==> src/ahb_pkg.sv <==
// AHB-Lite bus definitions for the endpoint slave
// Bus widths, HTRANS and HSIZE codes, the address-phase request
// and the accepted transfer carried through its data phase
package ahb_pkg;

	// Bus and field widths
	localparam int HADDR_W  = 4;
	localparam int HDATA_W  = 32;
	localparam int NBYTES_W = 3;

	typedef logic [HADDR_W-1:0]  haddr_t;
	typedef logic [HDATA_W-1:0]  hdata_t;
	typedef logic [2:0]          hsize_t;
	typedef logic [1:0]          htrans_t;
	typedef logic [NBYTES_W-1:0] nbytes_t;

	// HTRANS codes
	localparam htrans_t TRANS_IDLE = 2'd0;
	localparam htrans_t TRANS_BUSY = 2'd1;
	localparam htrans_t TRANS_NSEQ = 2'd2;
	localparam htrans_t TRANS_SEQ  = 2'd3;

	// HSIZE codes, only up to one word
	localparam hsize_t SIZE_BYTE = 3'd0;
	localparam hsize_t SIZE_HALF = 3'd1;
	localparam hsize_t SIZE_WORD = 3'd2;

	// Address phase from the master
	typedef struct packed {
		logic    hsel;
		htrans_t htrans;
		haddr_t  haddr;
		hsize_t  hsize;
		logic    hwrite;
	} ahb_req_t;

	// Accepted transfer, held for its data phase
	typedef struct packed {
		logic    valid;
		haddr_t  addr;
		hsize_t  size;
		logic    write;
		logic    is_buffer;
		nbytes_t nbytes;
	} access_t;

endpackage

==> src/usb_ep_pkg.sv <==
// USB endpoint definitions
// Register map, packet codes, status inputs from the receiver
// and transmitter, and the status and error register layouts
package usb_ep_pkg;

	// Register map, byte addresses
	localparam logic [3:0] ADDR_BUFFER    = 4'h0;
	localparam logic [3:0] ADDR_STATUS    = 4'h4;
	localparam logic [3:0] ADDR_ERROR     = 4'h6;
	localparam logic [3:0] ADDR_OCCUPANCY = 4'h8;
	localparam logic [3:0] ADDR_TX_CTRL   = 4'hC;
	localparam logic [3:0] ADDR_FLUSH     = 4'hD;

	typedef logic [7:0] byte_t;
	typedef logic [6:0] occupancy_t;

	// Packet codes shared by receiver and transmitter
	typedef enum logic [2:0] {
		PKT_NONE = 3'd0,
		PKT_OUT  = 3'd1,
		PKT_IN   = 3'd2,
		PKT_ACK  = 3'd3
	} packet_t;

	// Receiver side status
	typedef struct packed {
		packet_t rx_packet;
		logic    rx_data_ready;
		logic    rx_transfer_active;
		logic    rx_error;
	} rx_status_t;

	// Transmitter side status
	typedef struct packed {
		logic tx_transfer_active;
		logic tx_error;
	} tx_status_t;

	// Status register layout
	localparam int STATUS_BITS     = 16;
	localparam int STAT_DATA_READY = 0;
	localparam int STAT_IN         = 1;
	localparam int STAT_OUT        = 2;
	localparam int STAT_ACK        = 3;
	localparam int STAT_RX_ACTIVE  = 8;
	localparam int STAT_TX_ACTIVE  = 9;

	// Error register layout
	localparam int ERROR_BITS = 16;
	localparam int ERR_RX     = 0;
	localparam int ERR_TX     = 8;

endpackage

==> src/ahb_slave_frontend.sv <==
// AHB-Lite slave front end
// Captures the address phase, decodes the register map and size,
// runs the two-cycle error response and stretches hready while
// the buffer sequencer is busy
`timescale 1ns/1ns

module ahb_slave_frontend (
	input  logic              tb_clk,
	input  logic              reset,
	input  ahb_pkg::ahb_req_t req,
	input  logic              buffer_busy,
	output ahb_pkg::access_t  access,
	output logic              hready,
	output logic              hresp
);
	import ahb_pkg::*;
	import usb_ep_pkg::*;

	typedef enum logic [1:0] {IDLE, DATA, ERR1, ERR2} fe_state_t;

	fe_state_t state;
	logic      active;
	logic      accept;
	logic      hit_buffer;
	logic      hit_ro;
	logic      hit_ctrl;
	logic      addr_ok;
	logic      align_ok;
	logic      legal;
	nbytes_t   nbytes;

	// BUSY counts as IDLE, no bursts here
	always_comb
	begin
		case (req.htrans)
			TRANS_NSEQ, TRANS_SEQ: active = 1'b1;
			TRANS_IDLE, TRANS_BUSY: active = 1'b0;
		endcase
	end

	assign accept = hready && req.hsel && active;

	// ************************************************************
	// Register map decode
	// ************************************************************
	assign hit_buffer = (req.haddr[3:2] == ADDR_BUFFER[3:2]);
	// Status, error and occupancy are read-only
	assign hit_ro   = (req.haddr >= ADDR_STATUS) && (req.haddr <= ADDR_OCCUPANCY);
	assign hit_ctrl = (req.haddr == ADDR_TX_CTRL) || (req.haddr == ADDR_FLUSH);
	assign addr_ok  = hit_buffer || hit_ctrl || (hit_ro && !req.hwrite);

	// Byte count and alignment per size
	always_comb
	begin
		nbytes   = '0;
		align_ok = 1'b0;
		case (req.hsize)
			SIZE_BYTE:
			begin
				nbytes   = 3'd1;
				align_ok = 1'b1;
			end
			SIZE_HALF:
			begin
				nbytes   = 3'd2;
				align_ok = !req.haddr[0];
			end
			// Word only at the buffer base
			SIZE_WORD:
			begin
				nbytes   = 3'd4;
				align_ok = (req.haddr == ADDR_BUFFER);
			end
			default:
			begin
				nbytes   = '0;
				align_ok = 1'b0;
			end
		endcase
	end

	assign legal = addr_ok && align_ok;

	// ************************************************************
	// Data phase control
	// ************************************************************
	always_ff @(posedge tb_clk)
	begin
		if (reset)
			state <= IDLE;
		else if (hready)
			state <= !accept ? IDLE : (legal ? DATA : ERR1);
		else if (state == ERR1)
			state <= ERR2;
	end

	// Only legal transfers reach the register and buffer blocks
	always_ff @(posedge tb_clk)
	begin
		if (reset)
			access <= '0;
		else if (hready)
		begin
			access.valid     <= accept && legal;
			access.addr      <= req.haddr;
			access.size      <= req.hsize;
			access.write     <= req.hwrite;
			access.is_buffer <= hit_buffer;
			access.nbytes    <= nbytes;
		end
	end

	always_comb
	begin
		hready = 1'b1;
		hresp  = 1'b0;
		case (state)
			IDLE: hready = 1'b1;
			// Stretched while bytes move
			DATA: hready = !buffer_busy;
			ERR1:
			begin
				hready = 1'b0;
				hresp  = 1'b1;
			end
			ERR2: hresp = 1'b1;
		endcase
	end

endmodule

==> src/ahb_usb_endpoint.sv <==
// AHB-Lite USB endpoint slave, top level
// Joins the bus front end, the status registers and the data
// buffer sequencer, and muxes the read data
`timescale 1ns/1ns

module ahb_usb_endpoint (
	input  logic                   tb_clk,
	input  logic                   reset,
	input  ahb_pkg::ahb_req_t      req,
	input  ahb_pkg::hdata_t        hwdata,
	output ahb_pkg::hdata_t        hrdata,
	output logic                   hresp,
	output logic                   hready,
	input  usb_ep_pkg::rx_status_t rx_status,
	input  usb_ep_pkg::tx_status_t tx_status,
	input  usb_ep_pkg::occupancy_t buffer_occupancy,
	input  usb_ep_pkg::byte_t      rx_data,
	output logic                   get_rx_data,
	output logic                   store_tx_data,
	output usb_ep_pkg::byte_t      tx_data,
	output usb_ep_pkg::packet_t    tx_packet,
	output logic                   clear
);
	import ahb_pkg::*;

	access_t access;
	logic    buffer_busy;
	hdata_t  buffer_rdata;
	hdata_t  reg_rdata;

	// ************************************************************
	// Bus side
	// ************************************************************
	ahb_slave_frontend u_frontend (
		.tb_clk      (tb_clk),
		.reset       (reset),
		.req         (req),
		.buffer_busy (buffer_busy),
		.access      (access),
		.hready      (hready),
		.hresp       (hresp)
	);

	// Receiver and transmitter status, control
	usb_status_regs u_status_regs (
		.tb_clk           (tb_clk),
		.reset            (reset),
		.access           (access),
		.hwdata           (hwdata),
		.rx_status        (rx_status),
		.tx_status        (tx_status),
		.buffer_occupancy (buffer_occupancy),
		.reg_rdata        (reg_rdata),
		.tx_packet        (tx_packet),
		.clear            (clear)
	);

	// Data buffer
	buffer_sequencer u_buffer_sequencer (
		.tb_clk        (tb_clk),
		.reset         (reset),
		.access        (access),
		.hwdata        (hwdata),
		.rx_data       (rx_data),
		.buffer_busy   (buffer_busy),
		.buffer_rdata  (buffer_rdata),
		.get_rx_data   (get_rx_data),
		.store_tx_data (store_tx_data),
		.tx_data       (tx_data)
	);

	// Read data by target
	assign hrdata = access.is_buffer ? buffer_rdata : reg_rdata;

endmodule

==> src/buffer_sequencer.sv <==
// Data buffer sequencer
// Moves a buffer access one byte per cycle, least significant first,
// pulsing store_tx_data or get_rx_data once per byte and keeping the
// bus stalled until the last byte has gone
`timescale 1ns/1ns

module buffer_sequencer (
	input  logic              tb_clk,
	input  logic              reset,
	input  ahb_pkg::access_t  access,
	input  ahb_pkg::hdata_t   hwdata,
	input  usb_ep_pkg::byte_t rx_data,
	output logic              buffer_busy,
	output ahb_pkg::hdata_t   buffer_rdata,
	output logic              get_rx_data,
	output logic              store_tx_data,
	output usb_ep_pkg::byte_t tx_data
);
	import ahb_pkg::*;

	typedef enum logic [1:0] {IDLE, READ, WRITE} seq_state_t;

	seq_state_t state;
	nbytes_t    count;
	logic       in_phase;
	logic       xfer;
	logic [1:0] lane;

	assign in_phase = access.valid && access.is_buffer;
	// Current byte lane, offset by the start address
	assign lane = access.addr[1:0] + count[1:0];

	// First byte moves in the first data phase cycle
	always_comb
	begin
		case (state)
			IDLE: xfer = in_phase;
			default: xfer = (count != access.nbytes);
		endcase
	end

	assign buffer_busy   = xfer;
	assign get_rx_data   = xfer && !access.write;
	assign store_tx_data = xfer && access.write;
	// hwdata stays put while hready is low
	assign tx_data = hwdata[{lane, 3'b000} +: 8];

	// ************************************************************
	// Byte counter
	// ************************************************************
	always_ff @(posedge tb_clk)
	begin
		if (reset)
		begin
			state <= IDLE;
			count <= '0;
		end
		else
		begin
			case (state)
				IDLE:
				if (in_phase)
				begin
					state <= access.write ? WRITE : READ;
					count <= 3'd1;
				end
				// Done cycle returns to idle with hready high
				READ, WRITE:
				if (xfer)
					count <= count + 3'd1;
				else
				begin
					state <= IDLE;
					count <= '0;
				end
				default: state <= IDLE;
			endcase
		end
	end

	// Read assembly, rx_data is fall-through
	always_ff @(posedge tb_clk)
	begin
		if (state == IDLE && get_rx_data)
			buffer_rdata <= hdata_t'(rx_data) << {lane, 3'b000};
		else if (state == READ && get_rx_data)
			buffer_rdata[{lane, 3'b000} +: 8] <= rx_data;
	end

endmodule

==> src/usb_status_regs.sv <==
// Endpoint status and control registers
// Builds the status, error and occupancy read words and holds the
// self-clearing TX packet control and buffer flush registers
`timescale 1ns/1ns

module usb_status_regs (
	input  logic                   tb_clk,
	input  logic                   reset,
	input  ahb_pkg::access_t       access,
	input  ahb_pkg::hdata_t        hwdata,
	input  usb_ep_pkg::rx_status_t rx_status,
	input  usb_ep_pkg::tx_status_t tx_status,
	input  usb_ep_pkg::occupancy_t buffer_occupancy,
	output ahb_pkg::hdata_t        reg_rdata,
	output usb_ep_pkg::packet_t    tx_packet,
	output logic                   clear
);
	import ahb_pkg::*;
	import usb_ep_pkg::*;

	logic [STATUS_BITS-1:0] status_word;
	logic [ERROR_BITS-1:0]  error_word;
	logic                   reg_write;
	logic                   wr_tx;
	logic                   wr_flush;
	logic                   tx_active_q;

	// ************************************************************
	// Register writes, data phase
	// ************************************************************
	assign reg_write = access.valid && access.write && !access.is_buffer;
	assign wr_tx     = reg_write && (access.addr == ADDR_TX_CTRL);
	// Halfword at 0xC also covers the flush byte
	assign wr_flush  = reg_write && ((access.addr == ADDR_FLUSH) ||
		(access.addr == ADDR_TX_CTRL && access.size == SIZE_HALF));

	// TX packet control, cleared once the transmitter finishes
	always_ff @(posedge tb_clk)
	begin
		if (reset)
		begin
			tx_packet   <= PKT_NONE;
			tx_active_q <= 1'b0;
		end
		else
		begin
			tx_active_q <= tx_status.tx_transfer_active;
			if (wr_tx)
				tx_packet <= packet_t'(hwdata[2:0]);
			else if (tx_active_q && !tx_status.tx_transfer_active)
				tx_packet <= PKT_NONE;
		end
	end

	// Flush control, lane 1, held until the buffer drains
	always_ff @(posedge tb_clk)
	begin
		if (reset)
			clear <= 1'b0;
		else if (wr_flush)
			clear <= hwdata[8];
		else if (buffer_occupancy == '0)
			clear <= 1'b0;
	end

	// ************************************************************
	// Read words
	// ************************************************************
	always_comb
	begin
		status_word                  = '0;
		status_word[STAT_DATA_READY] = rx_status.rx_data_ready;
		status_word[STAT_IN]         = (rx_status.rx_packet == PKT_IN);
		status_word[STAT_OUT]        = (rx_status.rx_packet == PKT_OUT);
		status_word[STAT_ACK]        = (rx_status.rx_packet == PKT_ACK);
		status_word[STAT_RX_ACTIVE]  = rx_status.rx_transfer_active;
		status_word[STAT_TX_ACTIVE]  = tx_status.tx_transfer_active;
		error_word                   = '0;
		error_word[ERR_RX]           = rx_status.rx_error;
		error_word[ERR_TX]           = tx_status.tx_error;
	end

	// Byte lanes follow the low address bits
	always_comb
	begin
		case (access.addr[3:2])
			ADDR_STATUS[3:2]: reg_rdata = {error_word, status_word};
			ADDR_OCCUPANCY[3:2]: reg_rdata = hdata_t'(buffer_occupancy);
			ADDR_TX_CTRL[3:2]: reg_rdata = {16'h0000, 7'h00, clear, 5'h00, tx_packet};
			default: reg_rdata = '0;
		endcase
	end

endmodule
==> config.mk <==
export PLATFORM = sky130hd
export DESIGN_NAME = ahb_usb_endpoint
export DESIGN_NICKNAME = d
export VERILOG_FILES = /design/src/ahb_pkg.sv /design/src/usb_ep_pkg.sv /design/src/ahb_slave_frontend.sv /design/src/ahb_usb_endpoint.sv /design/src/buffer_sequencer.sv /design/src/usb_status_regs.sv
export SDC_FILE = /design/constraint.sdc
export NUM_CORES = 1
export LEC_CHECK = 0
export BUFFER_PORTS_ARGS = -buffer_cell sky130_fd_sc_hd__buf_2
export CORE_ASPECT_RATIO = 0.75
export CORE_MARGIN = 2
export CORE_UTILIZATION = 52
export CTS_BUF_LIST = sky130_fd_sc_hd__clkbuf_8
export CTS_CLUSTER_SIZE = 12
export DETAILED_ROUTE_END_ITERATION = 8
export PLACE_DENSITY = 0.89
export SLEW_MARGIN = 20
export SYNTH_ARGS = -nofsm -noshare
export SYNTH_HDL_FRONTEND = slang
export SYNTH_SLANG_ARGS = --single-unit
==> constraint.sdc <==
create_clock -name tb_clk -period 3.1 [get_ports tb_clk]
set_clock_uncertainty 0.15 [all_clocks]
set_input_delay 0.62 -clock tb_clk [delete_from_list [all_inputs] [get_ports tb_clk]]
set_output_delay 0.62 -clock tb_clk [all_outputs]
set_load 0.01 [all_outputs]
# == Word-level counts from Yosys, hierarchy flattened ==
# Cells that the tools add are included.
# word_totals
ff_bits,57
latch_bits,0
ramBits,0
mem_bits_ro,0
inputBits,68
output_inout_bits,48
elab_cells,116
mem_count,0
# op_classes
n_addsub,3
n_mul,0
div_mod_pow,0
magnitude_cmp,2
n_eq_ne,24
shift,4
muxes,26
bitwise_logic,0
n_reduce_logical,44
# op_table
op,n
2-to-1 mux 32 bit,3
one-hot mux 25 bit (3 select lines),1
bitwise mux 32 bit,1
"variable shift 8 x 7 -> 32 bit, first input constant",1
variable part select 32 x 6 -> 8 bit,1
variable part select 8 x 7 -> 32 bit,1
left shift 8 x 5 -> 32 bit,1
logical AND 1 bit,17
"equality test 4 bit, second input constant",4
"equality test 2 bit, second input constant",7
2-to-1 mux 2 bit,7
2-to-1 mux 3 bit,4
nonzero test 2 bit,5
"equality test 3 x 1 -> 1 bit, second input constant",3
"equality test 3 x 2 -> 1 bit, second input constant",3
one-hot mux 3 bit (3 select lines),1
"equality test 2 x 1 -> 1 bit, second input constant",4
OR reduction 2 bit,4
logical NOT 7 bit,1
negator 5 -> 7 bit,1
logical NOT 1 bit,6
logical NOT 2 bit,3
one-hot mux 3 bit (2 select lines),1
"greater-or-equal comparator 4 x 3 -> 1 bit, second input constant",1
14 further kinds,22

# == Logic depth before layout (Yosys ltp) ==
# Gate-level depths: netlist of the first run.
# depth
depth_word,8
ltp_mapped,8
ltp_nobuf,7

# == Cells and area by module ==
# A second synthesis of the first run with hierarchy kept.
# hier_totals
hier_cells,338
hier_area_um2,3839.9
# by_module_without_submodules
mod,instances,cells_each,area_each_um2,seq_area_each_um2
buffer_sequencer,1,155,2058.2,1061.0
ahb_slave_frontend,1,76,624.3,300.3
usb_status_regs,1,71,613.1,100.1
ahb_usb_endpoint,1,36,544.3,0.0

# == Worst setup path after synthesis of the first run ==
# OpenSTA, ideal clock, no wires.
# synth_path
kind,flip-flop to flip-flop
from,"register, netlist name u_frontend.access[8]"
to,"register u_buffer_sequencer.buffer_rdata[24], data pin"
setup_ns,0.131
arrival_time_ns,2.201
t_required_ns,2.819
path_slack_ns,0.618
path_stages_with_launch,8
n_path_buf,1
synth_period_minus_slack_ns,2.482
path_cell_list,dfxtp_1 ha_1 buf_2 inv_1 ha_1 or3b_1 a21oi_2 and2_1
# synth_between
elab_chain_cells,6
word_cells_on_any_way,8
cone_classes,add/sub (2); shift (3); mux (3)
# synth_rtl
element,line,rtl
adder 2 bit *,buffer_sequencer.sv:31,assign lane = access.addr[1:0] + count[1:0];
negator 5 -> 7 bit,buffer_sequencer.sv:87,"buffer_rdata[{lane, 3'b000} +: 8] <= rx_data;"
variable part select 8 x 7 -> 32 bit or variable shift 8 x 7 -> 32 bit (tied branches),buffer_sequencer.sv:87,
bitwise mux 32 bit,buffer_sequencer.sv:87,
2-to-1 mux 32 bit,buffer_sequencer.sv:86,else if (state == READ && get_rx_data)
2-to-1 mux 32 bit *,buffer_sequencer.sv:84,if (state == IDLE && get_rx_data)
end signal: assignment,buffer_sequencer.sv:85,"buffer_rdata <= hdata_t'(rx_data) << {lane, 3'b000};"
end signal: indexed assignment,buffer_sequencer.sv:87,
end: declaration,buffer_sequencer.sv:14,"output ahb_pkg::hdata_t buffer_rdata,"
# Every way passes the cells marked *; elsewhere a longest branch is shown, timed or not. The select of a mux whose other input is x is not followed.
# A chain may end at the register's enable or synchronous reset.

# == Worst setup path in the final report of the first run ==
# layout_path
from,register u_buffer_sequencer.state[0]
to,output hready
# layout_between
elab_chain_cells,4
# layout_rtl
element,line,rtl
start: declaration,buffer_sequencer.sv:23,seq_state_t state;
start signal: assignment,buffer_sequencer.sv:64,state <= access.write ? WRITE : READ;
logical NOT 2 bit,buffer_sequencer.sv:36,case (state)
2-to-1 mux 1 bit,buffer_sequencer.sv:36,
logical NOT 1 bit,ahb_slave_frontend.sv:120,DATA: hready = !buffer_busy;
one-hot mux 1 bit (2 select lines),ahb_slave_frontend.sv:117,case (state)
end: declaration,ahb_usb_endpoint.sv:13,"output logic hready,"
# No other way between the ends.

==> results.md, run 1 <==
* Clk buf depth at 2
* Total Wirelength at 8340 um
* Synthesis-to-layout area growth at 24.1%
* R2R setup slack at 0.46 ns
* Total negative slack at 0 ns
* Main synth FF type: edfxtp_1
* Most numerous cell in the Yosys netlist: and2_1
* Final hold slack at 0.338 ns
* Critical path fanouts, max at 14
* Crit path time final at 2.89 ns
* Final worst slack at 0.212 ns
* Reg-to-reg endpoint: u_buffer_sequencer.buffer_rdata[30]
* Area contributors post-synth: edfxtp_1 29%, dfxtp_1 15%, and2_1 11%
* Cell Count Post-Placement at 505
* Slowest CP cell: or3_1
* Peak supply drop at 212 uV
* Max-cap violation count at 0
* Starting Density at 53.3%
* Worst path cell trace: inv_1, ha_2, or3_1, o21ai_1, buf_2
* IO Pins at 116
* Synth warnings at 0
* Cells on worst reg2reg path at 6
* Hold path start: u_frontend.access[5]
* Slew HR at 51.0%
* Async SR Flop Fraction at 0%
* Post-synthesis cell area at 3320 um^2
* Endpoints failing hold at 0
* HPWL after DPL at 6220 um
* Post-layout util at 66.1%
* Tightest Pin Transition at 0.733 ns
* Arr. time, crit path at 2.12 ns
* Post-DR wirelength/cell at 16.0 um
* Critical path's largest stage delay at 0.59 ns
* Vias/cell at 5.73
* Post-route DRC at 0
* Row count at 25
* Antenna viol nets, final at 0
* Worst-skew pair later-pin latency at 0.34 ns
* GPL Wtd Cong at 0.862
* Number of CTS-inserted buffers at 9
* Place WS at 0.464 ns
* GR Overflow Total at 0
* Vias in the first global route at 2,845
* Outcome: complete, no violations
* Worst Path Required at 2.33 ns
* Synth top area share at 29.0%
* Final Cell Area at 4120 um^2
* Diode count at 0
* Fmax at 0.346 GHz
* Worst-path clk slew at 0.06 ns
* DIE WIDTH at 96.2 um
* Die Y at 73.2 um
* Commonest cells in the netlist: 56 x and2_1, 32 x edfxtp_1, 25 x dfxtp_1, 23 x nand2_1, 23 x o211ai_1
* CTS tree: built
* Worst Setup End Kind: output pin
* Nets at 510
* Final Instance Count excl. Fillers at 521
* RR Startpoint: u_buffer_sequencer.count[0]
* First-pass GRT wire length at 13,200 um
* Die area at 7040 um^2
* RSZ-0062 raised after global routing: no
* Hold EP: u_frontend.access[5]
* Synth area leader: edfxtp_1
* Post-synth EDFFs at 32
* Root Buffer Master: clkbuf_8
* Syn_nets at 400
* WS Path Type: reg -> out
* Fin. max-slew vios at 0
* P_leak at 1.77 nW
* Core area at 6220 um^2
* Post-synthesis sequential area ratio at 44.1%
* Vias at 2,984
* Post-synth cell types at 52
* Port buffer count at 114
* Worst hold path depth at 2
* Avg Inst Size Synth at 10.2 um^2
* Layout cells sized above 1 at 35.2%
* Largest net degree at the start of global routing at 48
* Setup Viol. Count Final at 0
* Cell Pwr Density at 455 nW/um^2
* Initial antenna violation count at 0
* Final Cycle Share at 93.2%
* Drt first-iter violations at 251
* Placed inst area at 3930 um^2
* Drt first pass iters at 5
* Clk sink count at 57
* Worst Setup Start Kind: flip-flop
* Synthesized flop and latch total at 57
* Gate Count Post-Synth at 325
* CTS H-Tree Depth at 3
* Hold Crit Class: reg -> reg
* GRT Util Overall at 25.0%
* Pwr Total at 1.87 mW
-- area by class of cell --
class	instances	area (um^2)
clock buffers	12	165
flip-flops and latches	57	1460
repair buffers	118	601
multi-input cells	236	1720
fillers	474	2110
well taps	81	101
clock inverters	4	18.8
inverters	13	48.8
-- where the power goes --
part / switching, mW / internal [mW]
Combinational: 0.219 / 0.165
Sequential: 0.0199 / 0.837
Clock: 0.283 / 0.348
Total: 0.522 / 1.35
-- state kept, by name (all words and copies together), names as in the netlist --
| name | cells |
|---|---|
| u_buffer_sequencer.buffer_rdata | 32 |
| u_buffer_sequencer.state | 2 |
| u_status_regs.tx_active_q | 1 |
| u_frontend.state | 2 |
| u_buffer_sequencer.count | 3 |
| u_frontend.access | 13 |
| u_status_regs.clear | 1 |
| u_status_regs.tx_packet | 3 |
-- cell families (layout without fill, tap and decap cells) --
kind of cell	count (synthesis)	after routing	share of synthesized area (%)
muxes	14	14	7.32
xor gates and xnor gates	4	4	1.74
AOI/OAI and AO/OA	88	88	18.6
DFF	57	57	44.1
buffers and inverters	32	147	4.15
adders and majority gates	7	7	2.64
and+or+nand+nor	123	123	21.5
-- repair_timing --
| item | 4_1_cts | 5_1_grt |
|---|---|---|
| resized for setup | 0 | 2 |
| buffers inserted | 0 | 0 |
| endpoints found under the setup margin | 0 | 1 |
| hold buffers | 0 | 0 |
-- cell usage in the layout, fill, tap and decap left out, types with 8 or more instances in the layout --
master      n
clkbuf_8   12
nor2_1     15
o211ai_1   23
edfxtp_1   32
buf_2     114
and2_1     56
o21ai_0    13
a21oi_1    22
mux4_2      8
nand2_1    23
dfxtp_1    25
inv_1      15
-- routing by layer --
metal	share of wire (%)	vias up	global-route usage (%)
met1	41	1409	31.8
met2	49	149	41.2
li1	-	1414	-
met3	8.6	12	7.13
met4	1.4	0	8.25
met5	0	-	0
-- worst max-delay path, delay by kind of cell, from the launching register on --
family	cells	cell delay [ns]
buffers and inverters	2	0.25
adders and majority gates	1	0.27
DFF	1	0.34
and+or+nand+nor	1	0.59
AOI/OAI and AO/OA	1	0.33
-- worst max-delay path by stage --
stage,from,endpoint,slack [ns],cells after the start
after CTS,u_buffer_sequencer.state[1],hready,0.08,7
after global placement,u_buffer_sequencer.state[1],hready,0.54,7
final,u_buffer_sequencer.state[0],hready,0.21,5
after detailed placement,u_buffer_sequencer.state[1],hready,0.46,7
after floorplan,u_frontend.access[8],u_buffer_sequencer.buffer_rdata[24],0.62,7
after global routing,u_buffer_sequencer.state[0],hready,0.07,5
No activity file was read; power rests on OpenSTA's default activity.
==> inputs of run 2 (changes only) <==
--- a/config.mk
+++ b/config.mk
@@ -8,11 +8,11 @@
 export BUFFER_PORTS_ARGS = -buffer_cell sky130_fd_sc_hd__buf_2
 export CORE_ASPECT_RATIO = 0.75
 export CORE_MARGIN = 2
-export CORE_UTILIZATION = 52
+export CORE_UTILIZATION = 54
 export CTS_BUF_LIST = sky130_fd_sc_hd__clkbuf_8
 export CTS_CLUSTER_SIZE = 12
 export DETAILED_ROUTE_END_ITERATION = 8
-export PLACE_DENSITY = 0.89
+export PLACE_DENSITY = 0.91
 export SLEW_MARGIN = 20
 export SYNTH_ARGS = -nofsm -noshare
 export SYNTH_HDL_FRONTEND = slang
==> constraint.sdc (replaced) <==
create_clock -name tb_clk -period 3.34 [get_ports tb_clk]
set_clock_uncertainty 0.15 [all_clocks]
set_input_delay 0.668 -clock tb_clk [delete_from_list [all_inputs] [get_ports tb_clk]]
set_output_delay 0.668 -clock tb_clk [all_outputs]
set_load 0.01 [all_outputs]
==> run 2 against run 1 <==
Utilization rose by 4.4 points; highest routed layer unchanged; non-clock buffer count did not move; register-to-register slack improved by 0.09 ns; largest power group unchanged; combinational power fell by 5.5%; first-iteration DRC count rose by 9.6%; die area fell by 3.5%; critical path depth rose by 1; worst setup slack improved by 0.047 ns; largest cell class unchanged; power barely moved; worst hold slack improved by 0.031 ns; clock power rose by 13%; cell area rose by 0.82%.
==> results.md, run 2 (same netlist as run 1, synthesis figures left out) <==
* Worst Setup End Kind: output pin
* Post-route DRC at 0
* RSZ-0062 raised after global routing: no
* Starting Density at 56.3%
* Final Cell Area at 4150 um^2
* Row count at 24
* Layout cells sized above 1 at 35.5%
* Die Y at 71.9 um
* Crit path time final at 3.08 ns
* # fillers at 439
* Vias/cell at 5.92
* Register Area at 1460 um^2
* Multi-input gate area at 1720 um^2
* Root Buffer Master: clkbuf_8
* GRT Util Overall at 27.4%
* Slew HR at 48.0%
* Core area at 5890 um^2
* Placed inst area at 3930 um^2
* Largest Register: u_buffer_sequencer.buffer_rdata
* Worst-skew pair later-pin latency at 0.34 ns
* Initial antenna violation count at 0
* Top Registers: u_buffer_sequencer.buffer_rdata: 32 flops, u_frontend.access: 13 flops
* Drt first pass iters at 6
* Vias at 3,068
* Tightest Pin Transition at 0.778 ns
* Fmax at 0.325 GHz
* Nets at 510
* Die area at 6790 um^2
* Clk buf depth at 2
* Max reg flops at 32
* Pwr Total at 1.87 mW
* Cell Count Post-Placement at 502
* P_leak at 1.79 nW
* Total Wirelength at 8960 um
* Diode count at 0
* Final Instance Count excl. Fillers at 518
* HPWL after DPL at 6600 um
* Final worst slack at 0.259 ns
* Worst Setup Start Kind: flip-flop
* CTS tree: built
* Setup Viol. Count Final at 0
* Port buffer count at 114
* First-pass GRT wire length at 14,000 um
* Worst-path clk slew at 0.07 ns
* GPL Wtd Cong at 0.866
* Clk sink count at 57
* Post-DR wirelength/cell at 17.3 um
* Final hold slack at 0.369 ns
* Vias in the first global route at 2,981
* Cells on worst reg2reg path at 6
* Max-cap violation count at 0
* Synthesis-to-layout area growth at 25.1%
* Cell Pwr Density at 451 nW/um^2
* CTS H-Tree Depth at 3
* DIE WIDTH at 94.5 um
* Hold Crit Class: reg -> reg
* IO Pins at 116
* Antenna viol nets, final at 0
* Setup bufs post-CTS at 0
* WS Path Type: reg -> out
* Drt first-iter violations at 275
* Place WS at 0.362 ns
* Final Cycle Share at 92.2%
* Critical path fanouts, max at 14
* Largest net degree at the start of global routing at 44
* Total negative slack at 0 ns
* GR Overflow Total at 0
* Post-layout util at 70.5%
* Arr. time, crit path at 2.26 ns
* Fin. max-slew vios at 0
* Outcome: complete, no violations
* Number of CTS-inserted buffers at 9
* Most common cell after layout, fill and taps aside: buf_2
* Most frequent cells in the layout: 114 x buf_2, 56 x and2_1, 32 x edfxtp_1, 25 x dfxtp_1
* Peak supply drop at 238 uV
* Worst hold path depth at 2
* Endpoints failing hold at 0
* Worst Path Required at 2.52 ns
run 2: changes by cell type in the layout (fill, tap and decap cells not counted), sizes merged:
cell and change:
clkbuf -2, clkinv +2, inv -2, bufinv +2
run 2: path summary, 6_finish.rpt:
kind	from	endpoint	slack, ns
hold reg to reg	u_frontend.access[7]	u_frontend.access[7]	0.37
setup reg to reg	u_frontend.access[8]	u_buffer_sequencer.buffer_rdata[27]	0.55
hold / removal	u_frontend.access[7]	u_frontend.access[7]	0.37
setup / recovery	u_buffer_sequencer.state[1]	hready	0.26
run 2: repair_timing:
action	CTS	global route
hold endpoints to repair	0	0
endpoints found under the setup margin	0	1
resized for setup	0	2
hold buffers	0	0
run 2: routing by layer:
layer	GRT usage, %	share of wire, %	vias up
li1	-	-	1414
met1	35.6	41	1436
met2	44.4	48	184
met3	6.94	8.5	34
met4	11.0	3.3	0
met5	0	0	-
run 2: final cells by class:
class                   instances  share of cell area (%)
multi-input cells             236                    41.5
repair buffers                118                    14.5
well taps                      78                    2.35
flip-flops and latches         57                    35.2
inverters                      13                    1.18
clock buffers                  10                    3.32
clock inverters                 6                    1.99
run 2: worst max-delay path, stage by stage (launching register included):
cell	delay, ns
dfxtp_1	0.30
inv_1	0.10
ha_1	0.48
a21boi_1	0.40
o21ai_2	0.24
o21ai_1	0.22
buf_2	0.17
run 2: report_power, final:
part           switching (mW)  internal, mW
sequential             0.0200         0.777
combinational           0.210         0.154
clock                   0.275         0.436
==> inputs of run 3 (changes only) <==
==> constraint.sdc (replaced) <==
create_clock -name tb_clk -period 3.9 [get_ports tb_clk]
set_clock_uncertainty 0.15 [all_clocks]
set_input_delay 0.78 -clock tb_clk [delete_from_list [all_inputs] [get_ports tb_clk]]
set_output_delay 0.78 -clock tb_clk [all_outputs]
set_load 0.01 [all_outputs]
==> run 3 against run 2 <==
Register-to-register slack better by 0.27 ns; worst setup slack better by 0.14 ns; sequential cell count unchanged; non-clock buffer count down 2; global-route usage down 0.94 points; utilization down 0.68 points; sequential share of layout area up 0.34 points; critical path depth unchanged; worst hold slack worse by 0.016 ns; count of clock-buffer cells in the layout up 1; die area unchanged.
==> results.md, run 3 (same netlist as run 1, synthesis figures left out) <==
* Outcome: complete, no violations
* Top Registers: u_buffer_sequencer.buffer_rdata: 32 flops, u_frontend.access: 13 flops
* Slew HR at 37.1%
* Vias in the first global route at 2,917
* Hold-fix buffers at CTS at 0
* Clk sink count at 57
* Pwr Total at 1.54 mW
* Vias/cell at 5.87
* Post-route DRC at 0
* Row count at 24
* Endpoints failing hold at 0
* GRT Util Overall at 26.4%
* Die Y at 71.9 um
* Root Buffer Master: clkbuf_8
* Starting Density at 56.3%
* HPWL after DPL at 6390 um
* Final Cycle Share at 89.7%
* CTS H-Tree Depth at 3
* GPL Wtd Cong at 0.867
* Worst setup startpoint: u_buffer_sequencer.state[0]
* Final Cell Area at 4110 um^2
* Register Area at 1460 um^2
* Vias at 3,031
* Critical path fanouts, max at 14
* Hold Crit Class: reg -> reg
* Number of CTS-inserted buffers at 9
* Worst path cell trace: inv_1, ha_1, a21boi_0, o21ai_1, o21ai_1, buf_2
* Comb power frac at 19.9%
* Multi-input gate area at 1720 um^2
* Drt first pass iters at 5
* Peak supply drop at 219 uV
* Setup bufs post-CTS at 0
* Slowest CP cell: o21ai_1
* Port buffer count at 114
* Critical path's largest stage delay at 0.77 ns
* Clk network pwr share at 35.8%
* Drt first-iter violations at 313
* Synthesis-to-layout area growth at 23.9%
* Place WS at 0.850 ns
* Nets at 508
* Cell Count Post-Placement at 500
* Worst Path Required at 2.97 ns
* Worst-path clk slew at 0.06 ns
* Diode count at 0
* Clk buf depth at 2
* Arr. time, crit path at 2.57 ns
* GR Overflow Total at 0
* Final worst slack at 0.403 ns
* Worst-skew pair later-pin latency at 0.35 ns
* Die area at 6790 um^2
* Switching part of the total at 27.4%
* Final hold slack at 0.352 ns
* Largest net degree at the start of global routing at 48
* Worst path most repeated cell: o21ai_1
* Fin. max-slew vios at 0
* Post-DR wirelength/cell at 16.7 um
* First-pass GRT wire length at 13,600 um
* Switching power of the nets at 0.421 mW
* Max-cap violation count at 0
* P_leak at 1.77 nW
* Most frequent cells in the layout: 114 x buf_2, 56 x and2_1, 32 x edfxtp_1, 25 x dfxtp_1
* Final Instance Count excl. Fillers at 516
* CTS resizes at 0
* Pint at 1.12 mW
* WS Path Type: reg -> out
* Hold path start: u_frontend.access[7]
* Placed inst area at 3910 um^2
* Cell Pwr Density at 374 nW/um^2
* Worst Setup End Kind: output pin
* Tightest Pin Transition at 0.937 ns
* DIE WIDTH at 94.5 um
* Setup Viol. Count Final at 0
* # fillers at 439
* Antenna viol nets, final at 0
* Fmax at 0.286 GHz
* IO Pins at 116
* Largest Register: u_buffer_sequencer.buffer_rdata
* Crit path time final at 3.50 ns
* Worst Setup Start Kind: flip-flop
* Initial antenna violation count at 0
* Max reg flops at 32
* Total negative slack at 0 ns
* CTS tree: built
* Sequential Power Share at 44.4%
* Total Wirelength at 8630 um
* RR Startpoint: u_buffer_sequencer.count[0]
* Most common cell after layout, fill and taps aside: buf_2
* Layout cells sized above 1 at 34.7%
* Post-layout util at 69.8%
* RSZ-0062 raised after global routing: no
* Core area at 5890 um^2
-- run 3: critical path: cells and delay by family, from the launching register on --
family	cells	cell delay, ns
compound gates	3	1.26
fa+ha+maj	1	0.35
buf+inv	2	0.28
flops	1	0.33
-- run 3: layout make-up --
type	instances	share of cell area, %
tap	78	2.38
sequential	57	35.6
timing repair buffer	116	14.3
inverter	13	1.19
clock inverter	5	1.16
multi-input combinational	236	41.8
clock buffer	11	3.68
-- run 3: metal layers --
metal	routed length (um)	up-vias	GRT usage (%)	part of all wire (%)
met5	0	-	0	0
met4	102	0	7.89	1.2
met3	760	13	7.78	8.8
met2	4210	169	45.8	49
met1	3560	1442	32.2	41
li1	-	1407	-	-
-- run 3: power groups by stage --
stage	sequential (mW)	clock, mW	combinational [mW]
finish	0.682	0.549	0.305
global route	0.684	0.576	0.331
CTS	0.681	0.555	0.302
detailed placement	0.694	0	0.300
global placement	0.692	0	0.286
floorplan	0.687	0	0.200
-- run 3: worst paths after layout --
path | end | slack (ns) | cells after the start
hold / removal | u_frontend.access[7] | 0.35 | 2
setup / recovery | hready | 0.40 | 6
hold reg to reg | u_frontend.access[7] | 0.35 | 2
setup reg to reg | u_buffer_sequencer.buffer_rdata[25] | 0.82 | 6
